`src/include/wg_defs.svh`:
```
// Stream widths, pipeline depths and header match constants, included by the WireGuard RX sources
`ifndef WG_DEFS_SVH
`define WG_DEFS_SVH

// ------------------------------------------------------------------------
// Stream geometry
// ------------------------------------------------------------------------
`define WG_DATA_W        128
`define WG_KEEP_W        16
`define WG_IN_USER_W     5
`define WG_OUT_USER_W    128

// Lookahead stages in front of the reframer
`define WG_PIPE_DEPTH    3
`define WG_VERDICT_DEPTH 4

// ------------------------------------------------------------------------
// Header match values, already in wire byte order
// ------------------------------------------------------------------------
`define WG_ETHERTYPE_IP  16'h0008
`define WG_IP_VERSION    4'h4
`define WG_PROTO_UDP     8'h11
`define WG_UDP_PORT      16'h6cca
`define WG_MSG_DATA      8'h04

`endif
```
`src/design/wg_pkg.sv`:
```
// Shared beat, sideband and verdict types for the WireGuard RX disassembler and its testbench
`include "wg_defs.svh"

package wg_pkg;

    // One stream beat
    typedef logic [`WG_DATA_W-1:0] beat_data_t;

    // Byte enables, one per data byte
    typedef logic [`WG_KEEP_W-1:0] keep_t;

    // Sideband entering the disassembler
    typedef logic [`WG_IN_USER_W-1:0] in_user_t;

    // Sideband leaving the disassembler
    //   127..96  receiver index
    //    95..32  counter
    //         5  decapsulated flag
    //      4..0  input sideband copied through
    typedef logic [`WG_OUT_USER_W-1:0] out_user_t;

    // Per packet decision of the classifier
    typedef enum logic {
        VERDICT_BYPASS = 1'b0,
        VERDICT_WG     = 1'b1
    } verdict_t;

    // Fields of the output sideband
    localparam int RCV_HI  = 127;
    localparam int RCV_LO  = 96;
    localparam int CNT_HI  = 95;
    localparam int CNT_LO  = 32;
    localparam int DECAP_B = 5;

endpackage

```
`src/design/wg_disassembler.sv`:
```
// Top level of the WireGuard RX disassembler, instantiated by the data-plane receive path
`include "wg_defs.svh"

module wg_disassembler (
    input  logic               clk,
    input  logic               rst,

    input  logic               in_valid,
    output logic               in_ready,
    input  wg_pkg::beat_data_t in_data,
    input  wg_pkg::keep_t      in_keep,
    input  logic               in_last,
    input  wg_pkg::in_user_t   in_user,

    output logic               out_valid,
    input  logic               out_ready,
    output wg_pkg::beat_data_t out_data,
    output wg_pkg::keep_t      out_keep,
    output logic               out_last,
    output wg_pkg::out_user_t  out_user,

    output logic               is_idle
);
    import wg_pkg::*;

    // Lookahead pipeline to reframer
    logic       mid_valid;
    logic       mid_ready;
    beat_data_t mid_data;
    keep_t      mid_keep;
    logic       mid_last;
    in_user_t   mid_user;

    // Reframer to output skid
    logic       pre_valid;
    logic       pre_ready;
    beat_data_t pre_data;
    keep_t      pre_keep;
    logic       pre_last;
    out_user_t  pre_user;

    logic       verdict_valid;
    verdict_t   verdict_wg;
    logic       verdict_pop;
    logic       cls_idle;

    axis_pipe #(
        .data_t (beat_data_t),
        .user_t (in_user_t),
        .DEPTH  (`WG_PIPE_DEPTH)
    ) input_pipe (
        .clk       (clk),
        .rst       (rst),
        .in_valid  (in_valid),
        .in_ready  (in_ready),
        .in_data   (in_data),
        .in_keep   (in_keep),
        .in_last   (in_last),
        .in_user   (in_user),
        .out_valid (mid_valid),
        .out_data  (mid_data),
        .out_keep  (mid_keep),
        .out_last  (mid_last),
        .out_user  (mid_user),
        .out_ready (mid_ready)
    );

    wg_classifier classifier (
        .clk           (clk),
        .rst           (rst),
        .in_valid      (in_valid),
        .in_ready      (in_ready),
        .in_data       (in_data),
        .in_last       (in_last),
        .verdict_valid (verdict_valid),
        .verdict_wg    (verdict_wg),
        .verdict_pop   (verdict_pop),
        .cls_idle      (cls_idle)
    );

    wg_reframer reframer (
        .clk           (clk),
        .rst           (rst),
        .mid_valid     (mid_valid),
        .mid_ready     (mid_ready),
        .mid_data      (mid_data),
        .mid_keep      (mid_keep),
        .mid_last      (mid_last),
        .mid_user      (mid_user),
        .verdict_valid (verdict_valid),
        .verdict_wg    (verdict_wg),
        .cls_idle      (cls_idle),
        .verdict_pop   (verdict_pop),
        .pre_valid     (pre_valid),
        .pre_data      (pre_data),
        .pre_keep      (pre_keep),
        .pre_last      (pre_last),
        .pre_user      (pre_user),
        .pre_ready     (pre_ready),
        .out_valid     (out_valid),
        .is_idle       (is_idle)
    );

    // Single stage cuts the ready path from the output port
    axis_pipe #(
        .data_t (beat_data_t),
        .user_t (out_user_t),
        .DEPTH  (1)
    ) out_skid (
        .clk       (clk),
        .rst       (rst),
        .in_valid  (pre_valid),
        .in_ready  (pre_ready),
        .in_data   (pre_data),
        .in_keep   (pre_keep),
        .in_last   (pre_last),
        .in_user   (pre_user),
        .out_valid (out_valid),
        .out_data  (out_data),
        .out_keep  (out_keep),
        .out_last  (out_last),
        .out_user  (out_user),
        .out_ready (out_ready)
    );

endmodule

```
`src/design/wg_reframer.sv`:
```
// Output-side FSMD that forwards bypass packets and strips and realigns WireGuard payload
`include "wg_defs.svh"

module wg_reframer (
    input  logic               clk,
    input  logic               rst,

    input  logic               mid_valid,
    output logic               mid_ready,
    input  wg_pkg::beat_data_t mid_data,
    input  wg_pkg::keep_t      mid_keep,
    input  logic               mid_last,
    input  wg_pkg::in_user_t   mid_user,

    input  logic               verdict_valid,
    input  wg_pkg::verdict_t   verdict_wg,
    input  logic               cls_idle,
    output logic               verdict_pop,

    output logic               pre_valid,
    output wg_pkg::beat_data_t pre_data,
    output wg_pkg::keep_t      pre_keep,
    output logic               pre_last,
    output wg_pkg::out_user_t  pre_user,
    input  logic               pre_ready,

    input  logic               out_valid,
    output logic               is_idle
);
    import wg_pkg::*;

    typedef enum logic [2:0] {
        S_IDLE,
        S_BYPASS,
        S_HDR1,
        S_HDR2,
        S_HDR3,
        S_CARRY,
        S_DATA
    } state_t;

    state_t      state;
    state_t      next_state;
    logic        mid_xfer;
    logic [31:0] wg_rcv;
    logic [63:0] wg_cnt;
    logic [47:0] carry;

    assign mid_xfer = mid_valid && mid_ready;

    // ------------------------------------------------------------------------
    // Handshake and datapath select
    // ------------------------------------------------------------------------
    always_comb begin
        mid_ready   = 1'b0;
        verdict_pop = 1'b0;
        pre_valid   = 1'b0;
        pre_data    = mid_data;
        pre_keep    = mid_keep;
        pre_last    = mid_last;
        pre_user    = '0;
        pre_user[`WG_IN_USER_W-1:0] = mid_user;

        case (state)
            S_IDLE: begin
                // First beat waits for its verdict
                if (verdict_valid) begin
                    if (verdict_wg == VERDICT_WG) begin
                        mid_ready = 1'b1;
                    end else begin
                        mid_ready = pre_ready;
                        pre_valid = mid_valid;
                    end
                    verdict_pop = mid_valid && mid_ready;
                end
            end
            S_BYPASS: begin
                mid_ready = pre_ready;
                pre_valid = mid_valid;
            end
            S_HDR1, S_HDR2, S_HDR3, S_CARRY: begin
                // Header beats are swallowed
                mid_ready = 1'b1;
            end
            S_DATA: begin
                mid_ready = pre_ready;
                pre_valid = mid_valid;
                pre_data  = {mid_data[79:0], carry};
                pre_keep  = '1;
                pre_user[RCV_HI:RCV_LO] = wg_rcv;
                pre_user[CNT_HI:CNT_LO] = wg_cnt;
                pre_user[DECAP_B]       = 1'b1;
            end
            default: mid_ready = 1'b0;
        endcase
    end

    // ------------------------------------------------------------------------
    // Packet position
    // ------------------------------------------------------------------------
    always_comb begin
        next_state = state;
        if (mid_xfer) begin
            if (mid_last) begin
                next_state = S_IDLE;
            end else begin
                case (state)
                    S_IDLE:   next_state = (verdict_wg == VERDICT_WG) ? S_HDR1 : S_BYPASS;
                    S_BYPASS: next_state = S_BYPASS;
                    S_HDR1:   next_state = S_HDR2;
                    S_HDR2:   next_state = S_HDR3;
                    S_HDR3:   next_state = S_CARRY;
                    S_CARRY:  next_state = S_DATA;
                    default:  next_state = S_DATA;
                endcase
            end
        end
    end

    always_ff @(posedge clk) begin
        if (rst) begin
            state <= S_IDLE;
        end else begin
            state <= next_state;
        end
    end

    // Receiver index straddles beats 2 and 3
    always_ff @(posedge clk) begin
        if (mid_xfer) begin
            case (state)
                S_HDR2: wg_rcv[15:0] <= mid_data[127:112];
                S_HDR3: begin
                    wg_rcv[31:16] <= mid_data[15:0];
                    wg_cnt        <= mid_data[79:16];
                end
                S_CARRY, S_DATA: carry <= mid_data[127:80];
                default: carry <= carry;
            endcase
        end
    end

    assign is_idle = cls_idle && !verdict_valid && !mid_valid &&
                     (state == S_IDLE) && !out_valid;

endmodule

```
`src/design/wg_classifier.sv`:
```
// Input-side header matcher, queues one WireGuard/bypass verdict per packet for the reframer
`include "wg_defs.svh"

module wg_classifier (
    input  logic               clk,
    input  logic               rst,

    // Monitored input handshake
    input  logic               in_valid,
    input  logic               in_ready,
    input  wg_pkg::beat_data_t in_data,
    input  logic               in_last,

    output logic               verdict_valid,
    output wg_pkg::verdict_t   verdict_wg,
    input  logic               verdict_pop,

    output logic               cls_idle
);
    import wg_pkg::*;

    localparam int QD    = `WG_VERDICT_DEPTH;
    localparam int PTR_W = (QD > 1) ? $clog2(QD) : 1;
    localparam int CNT_W = $clog2(QD + 1);

    typedef enum logic [1:0] {
        POS_BEAT0,
        POS_BEAT1,
        POS_BEAT2,
        POS_SKIP
    } pos_t;

    pos_t             pos;
    logic             hdr_ok;
    logic             xfer;
    logic             hdr0_match;
    logic             hdr1_match;
    logic             hdr2_match;
    logic             push;
    verdict_t         push_verdict;

    verdict_t         queue [QD];
    logic [PTR_W-1:0] wr_ptr;
    logic [PTR_W-1:0] rd_ptr;
    logic [CNT_W-1:0] count;

    assign xfer = in_valid && in_ready;

    // Ethernet type and IPv4 version
    assign hdr0_match = (in_data[111:96] == `WG_ETHERTYPE_IP) &&
                        (in_data[119:116] == `WG_IP_VERSION);
    assign hdr1_match = (in_data[63:56] == `WG_PROTO_UDP);
    // Port may sit on either side of the UDP header
    assign hdr2_match = ((in_data[47:32] == `WG_UDP_PORT) ||
                         (in_data[31:16] == `WG_UDP_PORT)) &&
                        (in_data[87:80] == `WG_MSG_DATA);

    // ------------------------------------------------------------------------
    // Beat position and match accumulation
    // ------------------------------------------------------------------------
    always_comb begin
        push         = 1'b0;
        push_verdict = VERDICT_BYPASS;
        if (xfer) begin
            case (pos)
                POS_BEAT0, POS_BEAT1: push = in_last;
                POS_BEAT2: begin
                    push = 1'b1;
                    if (hdr_ok && hdr2_match) begin
                        push_verdict = VERDICT_WG;
                    end
                end
                default: push = 1'b0;
            endcase
        end
    end

    always_ff @(posedge clk) begin
        if (rst) begin
            pos    <= POS_BEAT0;
            hdr_ok <= 1'b0;
        end else if (xfer) begin
            case (pos)
                POS_BEAT0: begin
                    hdr_ok <= hdr0_match;
                    pos    <= in_last ? POS_BEAT0 : POS_BEAT1;
                end
                POS_BEAT1: begin
                    hdr_ok <= hdr_ok && hdr1_match;
                    pos    <= in_last ? POS_BEAT0 : POS_BEAT2;
                end
                POS_BEAT2: pos <= in_last ? POS_BEAT0 : POS_SKIP;
                default:   pos <= in_last ? POS_BEAT0 : POS_SKIP;
            endcase
        end
    end

    // ------------------------------------------------------------------------
    // Verdict queue
    // ------------------------------------------------------------------------
    always_ff @(posedge clk) begin
        if (push) begin
            queue[wr_ptr] <= push_verdict;
        end
    end

    always_ff @(posedge clk) begin
        if (rst) begin
            wr_ptr <= '0;
            rd_ptr <= '0;
            count  <= '0;
        end else begin
            if (push) begin
                wr_ptr <= (wr_ptr == PTR_W'(QD - 1)) ? '0 : wr_ptr + 1'b1;
            end
            if (verdict_pop) begin
                rd_ptr <= (rd_ptr == PTR_W'(QD - 1)) ? '0 : rd_ptr + 1'b1;
            end
            case ({push, verdict_pop})
                2'b10:   count <= count + 1'b1;
                2'b01:   count <= count - 1'b1;
                default: count <= count;
            endcase
        end
    end

    assign verdict_valid = (count != '0);
    assign verdict_wg    = queue[rd_ptr];
    // No packet half-way through the header
    assign cls_idle      = (pos == POS_BEAT0);

endmodule

```
`src/design/axis_pipe.sv`:
```
// Chain of skid register stages with registered ready, used for header lookahead and output decoupling
module axis_pipe #(
    parameter type data_t = wg_pkg::beat_data_t,
    parameter type user_t = wg_pkg::in_user_t,
    parameter int  DEPTH  = 1
) (
    input  logic           clk,
    input  logic           rst,

    input  logic           in_valid,
    output logic           in_ready,
    input  data_t          in_data,
    input  wg_pkg::keep_t  in_keep,
    input  logic           in_last,
    input  user_t          in_user,

    output logic           out_valid,
    output data_t          out_data,
    output wg_pkg::keep_t  out_keep,
    output logic           out_last,
    output user_t          out_user,
    input  logic           out_ready
);
    import wg_pkg::*;

    typedef struct packed {
        data_t data;
        keep_t keep;
        logic  last;
        user_t user;
    } beat_t;

    // Link k feeds stage k, link DEPTH is the output
    logic  link_valid [DEPTH+1];
    logic  link_ready [DEPTH+1];
    beat_t link_beat  [DEPTH+1];

    assign link_valid[0] = in_valid;
    assign link_beat[0]  = {in_data, in_keep, in_last, in_user};
    assign in_ready      = link_ready[0];

    // ------------------------------------------------------------------------
    // Stages
    // ------------------------------------------------------------------------
    for (genvar s = 0; s < DEPTH; s++) begin : g_stage
        logic  main_valid;
        logic  skid_valid;
        beat_t main_beat;
        beat_t skid_beat;
        logic  up_xfer;
        logic  dn_xfer;

        // Ready only depends on the skid slot, so it comes straight from a flop
        assign link_ready[s] = !skid_valid;
        assign up_xfer       = link_valid[s] && !skid_valid;
        assign dn_xfer       = main_valid && link_ready[s+1];

        always_ff @(posedge clk) begin
            if (rst) begin
                main_valid <= 1'b0;
                skid_valid <= 1'b0;
            end else if (dn_xfer) begin
                if (skid_valid) begin
                    skid_valid <= 1'b0;
                end else begin
                    main_valid <= up_xfer;
                end
            end else if (up_xfer) begin
                if (main_valid) begin
                    skid_valid <= 1'b1;
                end else begin
                    main_valid <= 1'b1;
                end
            end
        end

        always_ff @(posedge clk) begin
            if (dn_xfer && skid_valid) begin
                main_beat <= skid_beat;
            end else if (up_xfer && (!main_valid || dn_xfer)) begin
                main_beat <= link_beat[s];
            end
            // Park the beat when main is full and stalled
            if (up_xfer && main_valid && !dn_xfer) begin
                skid_beat <= link_beat[s];
            end
        end

        assign link_valid[s+1] = main_valid;
        assign link_beat[s+1]  = main_beat;
    end

    assign link_ready[DEPTH] = out_ready;
    assign out_valid         = link_valid[DEPTH];
    assign out_data          = link_beat[DEPTH].data;
    assign out_keep          = link_beat[DEPTH].keep;
    assign out_last          = link_beat[DEPTH].last;
    assign out_user          = link_beat[DEPTH].user;

endmodule

```
`config.mk`:
```
export PLATFORM = sky130hd
export DESIGN_NAME = wg_disassembler
export DESIGN_NICKNAME = d
export VERILOG_FILES = /design/src/design/wg_pkg.sv /design/src/design/wg_disassembler.sv /design/src/design/wg_reframer.sv /design/src/design/wg_classifier.sv /design/src/design/axis_pipe.sv
export VERILOG_INCLUDE_DIRS = /design/src /design/src/include
export SDC_FILE = /design/constraint.sdc
export NUM_CORES = 2
export LEC_CHECK = 0
export ABC_AREA = 1
export BUFFER_PORTS_ARGS = -buffer_cell sky130_fd_sc_hd__buf_4
export CAP_MARGIN = 20
export CELL_PAD_IN_SITES_DETAIL_PLACEMENT = 0
export CELL_PAD_IN_SITES_GLOBAL_PLACEMENT = 1
export CORE_MARGIN = 2
export CORE_UTILIZATION = 50
export CTS_BUF_LIST = sky130_fd_sc_hd__clkbuf_8
export DETAILED_ROUTE_END_ITERATION = 16
export GPL_TIMING_DRIVEN = 0
export HOLD_SLACK_MARGIN = 0.15
export PLACE_DENSITY = 0.87
export SLEW_MARGIN = 25
export SYNTH_ARGS = -nofsm -noshare
export SYNTH_HDL_FRONTEND = slang
export SYNTH_SLANG_ARGS = --single-unit
export TNS_END_PERCENT = 100
```
`constraint.sdc`:
```
create_clock -name clk -period 67.9 [get_ports clk]
set_input_delay 10.185 -clock clk [delete_from_list [all_inputs] [get_ports clk]]
set_output_delay 10.185 -clock clk [all_outputs]
set_load 0.05 [all_outputs]
```
# Word-level counts from Yosys, hierarchy flattened
# Memories as Yosys holds them, arrays and structs flattened. A register that Yosys moved wholly into a read port is not among the register bits.
# Index checks and enable logic that the tools add are counted.
[word_totals]
memories = 1
elab_cells = 213
ff_bits = 1559
ram_bits = 4
[classes]
eq_ne = 22
reduce_logical = 82
addsub = 4
n_mux = 54
[memory_table]
columns = ["name", "words", "word_bits", "rd", "rd_ports_with_merged_regs", "write_ports", "line", "source"]
rows = [
  ["classifier.queue", 4, 1, 1, 1, 1, "wg_classifier.sv:42", "verdict_t queue [QD];"],
]
[ops]
columns = ["operator", "count"]
rows = [
  ["two-way mux 150 bit", 6],
  ["two-way mux 273 bit", 2],
  ["two-way mux 128 bit", 1],
  ["two-way mux 96 bit", 1],
  ["== test 16 x 15 -> 1 bit, second input constant", 2],
  ["logical AND 1 bit", 31],
  ["two-way mux 1 bit", 28],
  ["AND reduction 2 bit", 12],
  ["nonzero test 2 bit", 10],
  ["== test 16 x 4 -> 1 bit, second input constant", 1],
  ["two-way mux 16 bit", 1],
  ["one-hot mux 3 bit (5 select lines)", 1],
  ["two-way mux 2 bit", 7],
  ["OR reduction 2 bit", 7],
  ["logical NOT 1 bit", 13],
  ["== test 3 bit, second input constant", 3],
  ["== test 2 bit, second input constant", 4],
  ["== test 8 x 3 -> 1 bit, second input constant", 1],
  ["== test 8 x 5 -> 1 bit, second input constant", 1],
  ["inequality test 2 bit, second input constant", 4],
  ["== test 3 x 2 -> 1 bit, second input constant", 2],
  ["one-hot mux 1 bit (2 select lines)", 3],
  ["one-hot mux 3 bit (2 select lines)", 1],
  ["logical OR 1 bit", 5],
  ["other kinds (13)", 15],
]

# Longest topological paths before layout
[logic_depth]
depth_word = 11
mapped_depth = 14

# Cells and area by module
# A second synthesis with hierarchy kept.
[unflattened]
cells_unflattened = 4859
hier_area_um2 = 61176.2
[modules_own_cells]
columns = ["module", "cells_each", "area_per_inst_um2", "seq_area_each_um2", "instances"]
rows = [
  ["axis_pipe at input_pipe", 2402, 32916.6, 27146.0, 1],
  ["axis_pipe at out_skid", 1441, 19895.3, 16435.8, 1],
  ["wg_reframer", 861, 7324.5, 4384.2, 1],
  ["wg_classifier", 155, 1039.7, 360.3, 1],
]

# Worst setup path after synthesis
# Ideal clock, no wire load.
[synth_timing]
kind = "input to register"
start = "input out_ready"
end = "register out_skid.g_stage[0].main_beat (netlist bit out_skid.out_data[0]), enable pin"
path_slack_ns = 39.295
required_ns = 66.703
cell_stages = 2
arrival_time_ns = 27.408
path_cell_list = "nor2_1 o21ai_0"
[synth_between]
elab_chain_len = 4
[synth_lines]
columns = ["element", "line", "source"]
rows = [
  ["start: declaration", "wg_disassembler.sv:16", "input logic out_ready,"],
  ["logical AND 1 bit (*)", "axis_pipe.sv:56", "assign dn_xfer = main_valid && link_ready[s+1];"],
  ["logical OR 1 bit", "axis_pipe.sv:80", "end else if (up_xfer && (!main_valid || dn_xfer)) begin"],
  ["logical AND 1 bit", "axis_pipe.sv:80", ""],
  ["nonzero test 2 bit (no source line) (*)", "--", ""],
  ["end signal: assignment", "axis_pipe.sv:79", "main_beat <= skid_beat;"],
  ["end signal: assignment", "axis_pipe.sv:81", "main_beat <= link_beat[s];"],
  ["end: declaration", "axis_pipe.sv:48", "beat_t main_beat;"],
]
# Mark *: on every way between the ends. The rest lies on a longest branch, timed or not.
# A chain may end at the register's enable or synchronous reset.

# Worst setup path in the final report
[layout_timing]
start = "input out_ready"
end = "register out_skid.g_stage[0].main_beat (netlist bit out_skid.out_user[96]), enable pin"
# The elaborated chain is that of the path after synthesis.

==> impl_results.md <==
* Syn Inst Count at between 3000 and 4000
* Clock buffer depth at 3
* Die W at around 350 um
* Gr ovfl total at 0
* CTS tree: built
* Syn_area_per_cell at about 16 sq um
* Vias in the first global route at around 31000
* Hold Crit Class: flip-flop to flip-flop
* FFs w/ async S/R, synth at 0%
* Crit end category: flip-flop
* Period utilisation layout at a little under a fifth
* Share of layout cells above drive strength 1 at 33.47%
* Crit path max fanout at 25
* Postcts setup bufs at 0
* FF+latch count, synth at around 1600
* Hold path startpoint: input_pipe.g_stage[1].main_beat[28]$_DFFE_PP_
* Lkg Pwr at 0.02676 uW
* Launching point of the worst reg2reg path: reframer.state[2]$_SDFFE_PP0N_
* Post-synthesis cell type count at 40
* Core footprint at ~120000 sq um
* 1st-pass router iterations at 5
* Max-capacitance violation count at 0
* Worst reg-to-reg path cell count at 18
* Slew margin rel. at between 30% and 40%
* RePlAce Congestion at about 0.89
* Synth top area share at between 70 and 80%
* Antenna Nets Post-Route at 0
* Placed inst area at ~66000 sq um
* Final Power at roughly 1900 uW
* Clock Sink Count at between 1500 and 2000
* Fin area at 70770 sq um
* RSZ-0062 raised after global routing: no
* Pin count of the biggest net entering global routing at 80
* Post-synth top flop: edfxtp_1
* Full die area at around 120000 sq um
* Ports at 430
* First-pass GRT wire length at about 200000 um
* CTS Buf Count at 229
* Reg-to-reg endpoint: out_skid.g_stage[0].skid_beat[198]$_DFFE_PP_
* DIE HEIGHT at 349.5 um
* Site Rows at between 100 and 150
* Post-synth top cells: edfxtp_1 (1542), nand2_1 (455), mux2_2 (435)
* HPWL Detailed at between 100000 and 150000 um
* Tmin final at approximately 13 ns
* Fmax at around 78 MHz
* Hold Path Depth at 0
* Run status: finished, final reports clean
* Top-count cell post-synth: edfxtp_1
* Worst R2R Setup Slack at between 60 and 70 ns
* VDD IR max at about 0.000017 V
* Post-synthesis cell area at 59690 sq um
* Clock skew at slightly below 0.05 ns
* Port bufs at a little over 400
* Startpoint types: input pin
* Reg clk slew, reported paths at approximately 0.06 ns
* Synthesis-to-finish area growth at 18.56%
* Sequential share of the synthesized area at 78.34%
* Synth area leaders: edfxtp_1 (78%), mux2_2 (8.2%), nand2_1 (2.9%)
* Vias at approximately 32000
* Critical path type: input pin to flip-flop
* CP required at 68.52 ns
* Number of synthesized flops with an enable pin at about 1500
* Clk_lat worst skew at around 0.9 ns
* Cell taking the most area after synthesis: edfxtp_1
* Pins Over Slew Limit at 0
* Worst hold endpoint: input_pipe.g_stage[2].skid_beat[28]$_DFFE_PP_
* Ys Warns at 0
* Final WL at about 140000 um
* Vias/cell at 5.186
* Power Dens Cells at around 27 nW/um^2
* Setup TNS at 0 ns
* Filler cells at 8480
* Antenna violations before repair at 17
* Post-route setup slack at about 55 ns
* Root Driver: clkbuf_8
* Nets at 4577
* Residual DRC at 0
* Initial Utilization at 50.48%
* Worst slack at placement at around 54 ns
* H-tree lvl count at 4
* Worst-margin pin slew at between 0.9 and 1 ns
* Global router's overall resource usage at between 20 and 25%
* Routed len/inst at about 23 um
* Worst EP arrival at 13.47 ns
* Post-CTS Resized at 0
* Endpoints failing setup at 0
* Final hold violation count at 0
* Hold-fix buffers, CTS at 0
* Initial drt markers at about 3800
-- per-stage QoR --
| stage | hold slack (ns) | util, % | std cells |
|---|---|---|---|
| 4_1_cts | 0.4154 | 59.85 | 6140 |
| 2_1_floorplan | 0.4204 | - | 3684 |
| 3_3_place_gp | 0.4296 | 54.75 | 5623 |
| 3_5_place_dp | 0.4284 | 56.10 | 5721 |
| 6_report | 0.4169 | 59.85 | 6143 |
| 5_1_grt | 0.4324 | 59.85 | 6143 |
-- sequential cells by signal (all words and copies together), names as in the netlist, 2 cells and up, named ones only --
register,cells
out_skid.out_data,128
reframer.state,3
classifier.pos,2
reframer.wg_cnt,64
out_skid.g_stage.skid_beat,247
reframer.carry,48
classifier.rd_ptr,2
input_pipe.g_stage.main_beat,300
input_pipe.out_data,128
reframer.wg_rcv,32
input_pipe.out_keep,16
input_pipe.g_stage.skid_valid,3
input_pipe.g_stage.skid_beat,450
out_skid.out_keep,16
classifier.wr_ptr,2
out_skid.out_user,102
classifier.queue,4
input_pipe.g_stage.main_valid,2
classifier.count,3
input_pipe.out_user,5
-- power breakdown --
part / internal (uW) / leakage, uW / switching [uW] / total (uW)
sequential: 1080 / 0.0143 / 13.0 / 1100
clock: 375 / 0.00246 / 355 / 730
combinational: 28.8 / 0.00999 / 43.8 / 72.5
total: 1490 / 0.0268 / 411 / 1900
-- cell usage in the layout (no fill, tap or decap), drive strengths merged, types with 2 or more instances in the layout --
master / instances
a21oi: 63
a31oi: 69
buf: 639
bufinv: 15
clkbuf: 268
clkinv: 107
clkinvlp: 4
conb: 26
dfxtp: 23
diode: 3
edfxtp: 1542
ha: 6
inv: 414
mux2: 435
nand2: 458
nand3: 21
nand4: 15
nor2: 241
nor3: 8
nor4: 2
o21ai: 223
or2: 16
-- metal layers --
metal  GRT usage (%)  part of all wire [%]  vias to the layer above
met5               0                  0.10                        -
met4           9.228                   3.8                       22
met3           5.890                   9.3                      266
met2           35.20                    46                     1418
met1           31.09                    41                    15420
li1                -                     -                    14730
-- cells by family after synthesis --
family	share of synthesized area (%)
AOI/OAI and AO/OA	4.083
xor gates and xnor gates	0.01468
adders and majority gates	0.1593
buffers and inverters	4.092
DFF	78.34
muxes	8.206
other	0.006282
and+or+nand+nor	5.096
-- worst max path at each step --
stage	startpoint	endpoint	slack (ns)	cells past startpoint
5_1_grt	out_ready	out_skid.out_user[96]$_DFFE_PP_	55.04	11
3_3_place_gp	out_ready	out_skid.g_stage[0].skid_beat[148]$_DFFE_PP_	30.81	2
2_1_floorplan	out_ready	out_skid.out_data[0]$_DFFE_PP_	39.30	2
3_5_place_dp	out_ready	out_skid.out_user[101]$_DFFE_PP_	54.19	11
4_1_cts	out_ready	out_skid.out_user[96]$_DFFE_PP_	55.14	11
6_report	out_ready	out_skid.out_user[96]$_DFFE_PP_	55.05	11
-- cell type report --
| cell class | count | area (sq um) | share of cell area [%] |
|---|---|---|---|
| antenna | 3 | 7.507 | 0.01061 |
| buffer | 176 | 1124 | 1.588 |
| clock buffer | 230 | 3166 | 4.473 |
| clock inverter | 189 | 1269 | 1.793 |
| inverter | 351 | 1328 | 1.876 |
| multi-input combinational | 1592 | 10650 | 15.05 |
| sequential | 1565 | 46760 | 66.08 |
| tap | 1536 | 1922 | 2.716 |
| timing repair buffer | 501 | 4536 | 6.409 |
-- critical path, stage by stage --
cell and delay [ns]:
buf_4 0.14, nand3_1 0.21, buf_2 0.42, buf_2 0.42
clkbuf_1 0.75, o21ai_4 0.33, buf_16 0.27, buf_16 0.17
buf_16 0.17, buf_16 0.17, buf_16 0.17
(Power assumes the default switching activity.)
